$ cat src/verilog/sram_pkg.sv
`default_nettype none

package sram_pkg;

  // Two logical words share one physical row.
  localparam int DEF_NUMWRDS = 2;

  localparam int DEF_PHYWDTH = 64;     // Word width times words per row.

  localparam int DEF_SRAM_DELAY = 1;   // Cycles from sampled read to data out.

  localparam int DEF_NUMSROW = 32;

endpackage

`default_nettype wire

$ cat src/verilog/sram_1r1w.sv
`timescale 1ns/100ps
`default_nettype none

module sram_1r1w
  import sram_pkg::*;
#(
  parameter int PHYWDTH    = DEF_PHYWDTH,
  parameter int NUMSROW    = DEF_NUMSROW,
  parameter int SRAM_DELAY = DEF_SRAM_DELAY,
  localparam int BITSROW   = $clog2(NUMSROW)
)
(
  input  wire                 clk,
  input  wire                 write,
  input  wire [BITSROW-1:0]   wr_row,
  input  wire [PHYWDTH-1:0]   din,
  input  wire [PHYWDTH-1:0]   bw,
  input  wire                 read,
  input  wire [BITSROW-1:0]   rd_row,
  output wire [PHYWDTH-1:0]   dout
);

  logic [PHYWDTH-1:0] mem     [0:NUMSROW-1];
  logic [PHYWDTH-1:0] rd_pipe [0:SRAM_DELAY-1];

  always_ff @(posedge clk)
  begin
    if (write)
      mem[wr_row] <= (mem[wr_row] & ~bw) | (din & bw);  // Per-bit masked write.
  end

  // A read and a write to the same row on one edge return the old row.
  always_ff @(posedge clk)
  begin
    if (read)
      rd_pipe[0] <= mem[rd_row];
    for (int i = 1; i < SRAM_DELAY; i++)
    begin
      rd_pipe[i] <= rd_pipe[i-1];
    end
  end

  assign dout = rd_pipe[SRAM_DELAY-1];

endmodule

`default_nettype wire

$ cat config.mk
export PLATFORM = sky130hd
export DESIGN_NAME = sram_1r1w
export DESIGN_NICKNAME = d
export VERILOG_FILES = /design/src/verilog/sram_pkg.sv /design/src/verilog/sram_1r1w.sv
export SDC_FILE = /design/constraint.sdc
export NUM_CORES = 2
export LEC_CHECK = 0
export BUFFER_PORTS_ARGS = -buffer_cell sky130_fd_sc_hd__buf_2
export CORE_MARGIN = 5
export CORE_UTILIZATION = 60
export CTS_BUF_LIST = sky130_fd_sc_hd__clkbuf_8
export DETAILED_ROUTE_END_ITERATION = 6
export PLACE_DENSITY = 0.77
export SYNTH_ARGS = -nofsm -noshare
export SYNTH_HDL_FRONTEND = slang
export SYNTH_SLANG_ARGS = --single-unit
$ cat constraint.sdc
create_clock -name clk -period 6.2 [get_ports clk]
set_input_delay 0 -clock clk [delete_from_list [all_inputs] [get_ports clk]]
set_output_delay 0 -clock clk [all_outputs]
set_load 0.1 [all_outputs]
==> impl_results.html <==
<table>
<tr><th>Metric</th><th>Value</th></tr>
<tr><th colspan="2">Clocking</th></tr>
<tr><td>Num CTS Buffers</td><td>347</td></tr>
<tr><td>Total clock sinks</td><td>2112</td></tr>
<tr><td>CTS H-tree lvls</td><td>5</td></tr>
<tr><td>Post_cts resized</td><td>0</td></tr>
<tr><td>Clock tree from TritonCTS</td><td>done</td></tr>
<tr><td>Clock root buffer</td><td>sky130_fd_sc_hd__clkbuf_8</td></tr>
<tr><td>Clock network latency to the later pin of the worst-skew pair</td><td>1060 ps</td></tr>
<tr><td>Clock input transition at the sequential cells of the worst setup and hold paths</td><td>60 ps</td></tr>
<tr><td>CTS Buffer Depth</td><td>4</td></tr>
<tr><th colspan="2">Floorplan</th></tr>
<tr><td>IO Count</td><td>205</td></tr>
<tr><td>Die extent in y</td><td>410 um</td></tr>
<tr><td>Area of the core</td><td>0.159 mm^2</td></tr>
<tr><td>Effective utilization at floorplan</td><td>60.5%</td></tr>
<tr><td>Number of core rows</td><td>146</td></tr>
<tr><td>Die Width</td><td>410 um</td></tr>
<tr><td>Die Area</td><td>0.168 mm^2</td></tr>
<tr><th colspan="2">STA</th></tr>
<tr><td>Final-report hold violation count</td><td>0</td></tr>
<tr><td>Setup TNS</td><td>0 ps</td></tr>
<tr><td>Transition time of the tightest slew-check pin</td><td>1300 ps</td></tr>
<tr><td>Final critical-path setup slack</td><td>2580 ps</td></tr>
<tr><td>Clock period minus final worst setup slack</td><td>3620 ps</td></tr>
<tr><td>Final Max Slew Viols</td><td>0</td></tr>
<tr><td>Final worst-path cycle share</td><td>58.4%</td></tr>
<tr><td>Hold_ws</td><td>99.1 ps</td></tr>
<tr><td>Slew HR</td><td>13.3%</td></tr>
<tr><td>Unrepaired setup endpoints after global routing</td><td>no</td></tr>
<tr><td>Maximum clock skew at final layout</td><td>78.7 ps</td></tr>
<tr><td>Final setup violating endpoints</td><td>0</td></tr>
<tr><td>Highest achievable clock rate</td><td>276 MHz</td></tr>
<tr><th colspan="2">Route</th></tr>
<tr><td>Met2 routed wirelength</td><td>131 mm</td></tr>
<tr><td>Total detailed-routing wirelength</td><td>287 mm</td></tr>
<tr><td>Drt via density</td><td>7.52</td></tr>
<tr><td>Remaining routing DRC violations</td><td>0</td></tr>
<tr><td>Via count</td><td>57100</td></tr>
<tr><td>Wire length per cell after detailed routing</td><td>37.8 um</td></tr>
<tr><td>Top sig layer</td><td>met5</td></tr>
<tr><td>Routed metal-1 wirelength</td><td>97.7 mm</td></tr>
<tr><td>Remaining antenna violation count after routing</td><td>0</td></tr>
<tr><td>Detailed Route Iter0 Violations</td><td>8259</td></tr>
<tr><td>Met3 Routed Length</td><td>43.1 mm</td></tr>
<tr><td>Length of the first detailed-routing pass in iterations</td><td>5</td></tr>
<tr><th colspan="2">Setup path</th></tr>
<tr><td>Cells along the critical path</td><td>buf_2 &gt; nand2b_1 &gt; nor2_4 &gt; buf_4 &gt; buf_4 &gt; a221oi_1 &gt; a32oi_1 &gt; dlygate4sd3_1 &gt; buf_4</td></tr>
<tr><td>Worst r2r path cells</td><td>6</td></tr>
<tr><td>Number of logic stages on the critical path including buffering</td><td>9</td></tr>
<tr><td>Top delay family on crit path</td><td>buffers and inverters</td></tr>
<tr><td>Critical path required time</td><td>7050 ps</td></tr>
<tr><td>Critical-path cell with the highest stage delay</td><td>sky130_fd_sc_hd__dlygate4sd3_1</td></tr>
<tr><td>Startpoint types</td><td>input pin</td></tr>
<tr><td>Largest fanout on the critical path</td><td>40</td></tr>
<tr><td>Most prevalent standard cell on the critical path</td><td>sky130_fd_sc_hd__buf_4</td></tr>
<tr><td>Worst Path Class, Setup</td><td>in -&gt; reg</td></tr>
<tr><td>Count of buffer and inverter cells on the critical path</td><td>5</td></tr>
<tr><td>Maximum single-stage delay on the critical path</td><td>840 ps</td></tr>
<tr><td>Arr. time, crit path</td><td>4470 ps</td></tr>
<tr><td>Critical Path End Type</td><td>flop</td></tr>
<tr><th colspan="2">Logic synthesis</th></tr>
<tr><td>Count of unique library cells instantiated by Yosys</td><td>43</td></tr>
<tr><td>Sequential share of the synthesized area</td><td>66.2%</td></tr>
<tr><td>Number of standard cells after synthesis</td><td>4736</td></tr>
<tr><td>Synth Flop Type</td><td>sky130_fd_sc_hd__edfxtp_1</td></tr>
<tr><td>Number of storage elements in the synthesis netlist</td><td>2112</td></tr>
<tr><td>Combined area of all synthesized cells</td><td>0.0959 mm^2</td></tr>
<tr><td>Post-synthesis area per instance</td><td>20.2 um^2</td></tr>
<tr><td>Yosys synthesis warning count</td><td>0</td></tr>
<tr><td>Count of flip-flops with a built-in enable after synthesis</td><td>2112</td></tr>
<tr><td>Share of async-settable or async-resettable flops after synthesis</td><td>0%</td></tr>
<tr><td>Net Count, Synth</td><td>4877</td></tr>
<tr><th colspan="2">Placement</th></tr>
<tr><td>Final HPWL DP</td><td>154 mm</td></tr>
<tr><td>Routability cong.</td><td>0.844</td></tr>
<tr><td>Buffers added on ports</td><td>204</td></tr>
<tr><td>Post-Place Setup Slack</td><td>2030 ps</td></tr>
<tr><th colspan="2">Power</th></tr>
<tr><td>Total power per unit cell area</td><td>282 mW/mm^2</td></tr>
<tr><td>Max VDD drop</td><td>0.000313 V</td></tr>
<tr><td>Leakage power summed over all cells</td><td>35.7 nW</td></tr>
<tr><th colspan="2">Run</th></tr>
<tr><td>Reported max-cap violation count</td><td>0</td></tr>
<tr><th colspan="2">Status</th></tr>
<tr><td>Result of the run</td><td>complete, no violations</td></tr>
<tr><th colspan="2">Layout</th></tr>
<tr><td>Nets@finish</td><td>5418</td></tr>
<tr><td>Share of post-route cells with drive strength above 1</td><td>31.6%</td></tr>
<tr><td>Register cell area after layout</td><td>0.0634 mm^2</td></tr>
<tr><td>Relative area change from synthesis to final layout</td><td>12.3%</td></tr>
<tr><td>Filler instances</td><td>9876</td></tr>
<tr><td>Core utilization of the finished layout</td><td>67.9%</td></tr>
<tr><td>Area of the multi-input gates</td><td>0.0308 mm^2</td></tr>
<tr><th colspan="2">Min path</th></tr>
<tr><td>Hold Path Stages</td><td>2</td></tr>
<tr><td>Worst hold path type</td><td>in -&gt; reg</td></tr>
<tr><th colspan="2">Global route</th></tr>
<tr><td>Vias in the first global route</td><td>57400</td></tr>
<tr><td>All-layer global routing usage</td><td>34.1%</td></tr>
<tr><td>Pin count of the biggest net entering global routing</td><td>129</td></tr>
<tr><td>Wire length of the first global-routing pass</td><td>406 mm</td></tr>
<tr><td>Global route total overflow</td><td>0</td></tr>
<tr><td>Number of antenna violations at the first check in global routing</td><td>8</td></tr>
</table>
==> state kept, by name, summed over array words and instances (netlist names) <==
| signal | count |
|---|---|
| rd_pipe | 64 |
| mem | 2048 |
==> synthesized netlist by cell type (6+ instances only) <==
master | n | area share (%)
sky130_fd_sc_hd__o22ai_1 | 172 | 1.1
sky130_fd_sc_hd__nand3_1 | 12 | 0.063
sky130_fd_sc_hd__o21a_1 | 44 | 0.34
sky130_fd_sc_hd__a32oi_1 | 58 | 0.53
sky130_fd_sc_hd__a211oi_1 | 16 | 0.13
sky130_fd_sc_hd__mux4_2 | 866 | 20
sky130_fd_sc_hd__a221oi_1 | 74 | 0.68
sky130_fd_sc_hd__edfxtp_1 | 2112 | 66
sky130_fd_sc_hd__buf_1 | 54 | 0.21
sky130_fd_sc_hd__a22o_1 | 40 | 0.37
sky130_fd_sc_hd__nor2b_1 | 15 | 0.098
sky130_fd_sc_hd__mux2i_1 | 569 | 5.9
sky130_fd_sc_hd__a22oi_1 | 87 | 0.68
sky130_fd_sc_hd__nor4_1 | 36 | 0.23
sky130_fd_sc_hd__inv_1 | 60 | 0.23
sky130_fd_sc_hd__a31oi_1 | 8 | 0.052
sky130_fd_sc_hd__nand2_1 | 48 | 0.19
sky130_fd_sc_hd__buf_6 | 19 | 0.22
sky130_fd_sc_hd__buf_4 | 36 | 0.28
sky130_fd_sc_hd__nor3_1 | 6 | 0.031
sky130_fd_sc_hd__a21oi_1 | 24 | 0.13
sky130_fd_sc_hd__buf_2 | 137 | 0.72
sky130_fd_sc_hd__nor2_1 | 70 | 0.27
sky130_fd_sc_hd__a211o_1 | 19 | 0.17
sky130_fd_sc_hd__clkbuf_1 | 113 | 0.44
==> path summary, 6_finish.rpt <==
| path | start | endpoint | slack (ps) |
|---|---|---|---|
| worst max-delay path | wr_row[3] | mem[17][8]$_DFFE_PP_ | 2580 |
| worst min-delay path | read | rd_pipe[0][34]$_DFFE_PP_ | 100 |
| worst max register to register | mem[3][58]$_DFFE_PP_ | mem[9][58]$_DFFE_PP_ | 3200 |
| worst min register to register | mem[3][25]$_DFFE_PP_ | rd_pipe[0][25]$_DFFE_PP_ | 980 |
==> cell families (layout without fill, tap and decap cells) <==
group / Yosys count / in the layout / synth area share (%)
AOI/OAI and AO/OA: 551 / 551 / 4.27
buffers and inverters: 420 / 1201 / 2.11
DFF: 2112 / 2112 / 66.2
muxes: 1439 / 1439 / 26.3
other: 0 / 5 / 0
and+or+nand+nor: 214 / 214 / 1.12
==> worst register-to-register path, delay by kind of cell, from the launching register on <==
family | cells | cell delay (ps)
multiplexers | 1 | 520
buffers and inverters | 2 | 1120
AO/OA/AOI/OAI | 3 | 690
flip-flops | 1 | 400
==> cells in the final DEF (no fill, tap or decap), types with 44 or more instances in the layout <==
| cell type | n |
|---|---|
| sky130_fd_sc_hd__inv_1 | 157 |
| sky130_fd_sc_hd__a32oi_1 | 58 |
| sky130_fd_sc_hd__clkinv_2 | 45 |
| sky130_fd_sc_hd__buf_4 | 167 |
| sky130_fd_sc_hd__a221oi_1 | 74 |
| sky130_fd_sc_hd__dlygate4sd3_1 | 152 |
| sky130_fd_sc_hd__nand2_1 | 48 |
| sky130_fd_sc_hd__a22oi_1 | 87 |
| sky130_fd_sc_hd__clkbuf_8 | 355 |
| sky130_fd_sc_hd__o22ai_1 | 172 |
| sky130_fd_sc_hd__o21a_1 | 44 |
| sky130_fd_sc_hd__mux2i_1 | 569 |
| sky130_fd_sc_hd__clkinv_1 | 77 |
| sky130_fd_sc_hd__buf_2 | 195 |
| sky130_fd_sc_hd__edfxtp_1 | 2112 |
| sky130_fd_sc_hd__mux4_2 | 866 |
==> timing repair <==
action,CTS,global route
hold buffers,152,0
setup buffers,0,0
hold endpoints to repair,2046,0
==> power breakdown <==
group	leakage (nW)	switching [W]	total, W	internal [W]
Sequential	19.0	0.0000516	0.0162	0.0162
Combinational	13.2	0.00187	0.00296	0.00109
Clock	3.54	0.00542	0.0112	0.00577
==> area by class of cell <==
type	count	share of cell area [%]
diodes	5	0.0116
clock buffers	354	4.52
clock inverters	235	1.18
inverters	60	0.209
multi-input cells	2204	28.6
flip-flops and latches	2112	58.9
well taps	2072	2.41
repair buffers	552	4.16
==> metal layers <==
layer | GRT usage, % | up-vias
li1 | - | 21800
met1 | 47.2 | 29400
met2 | 51.3 | 4854
met3 | 9.87 | 975
met4 | 15.5 | 6
met5 | 0 | -
==> through the flow <==
step	area [um^2]	power, W	instances
finish	108000	0.0304	7594
global route	108000	0.0312	7590
CTS	108000	0.0304	7589
detailed placement	100000	0.0193	6848
global placement	100000	0.0192	6848
floorplan	95900	0.0184	4736
(Power assumes the default switching activity.)
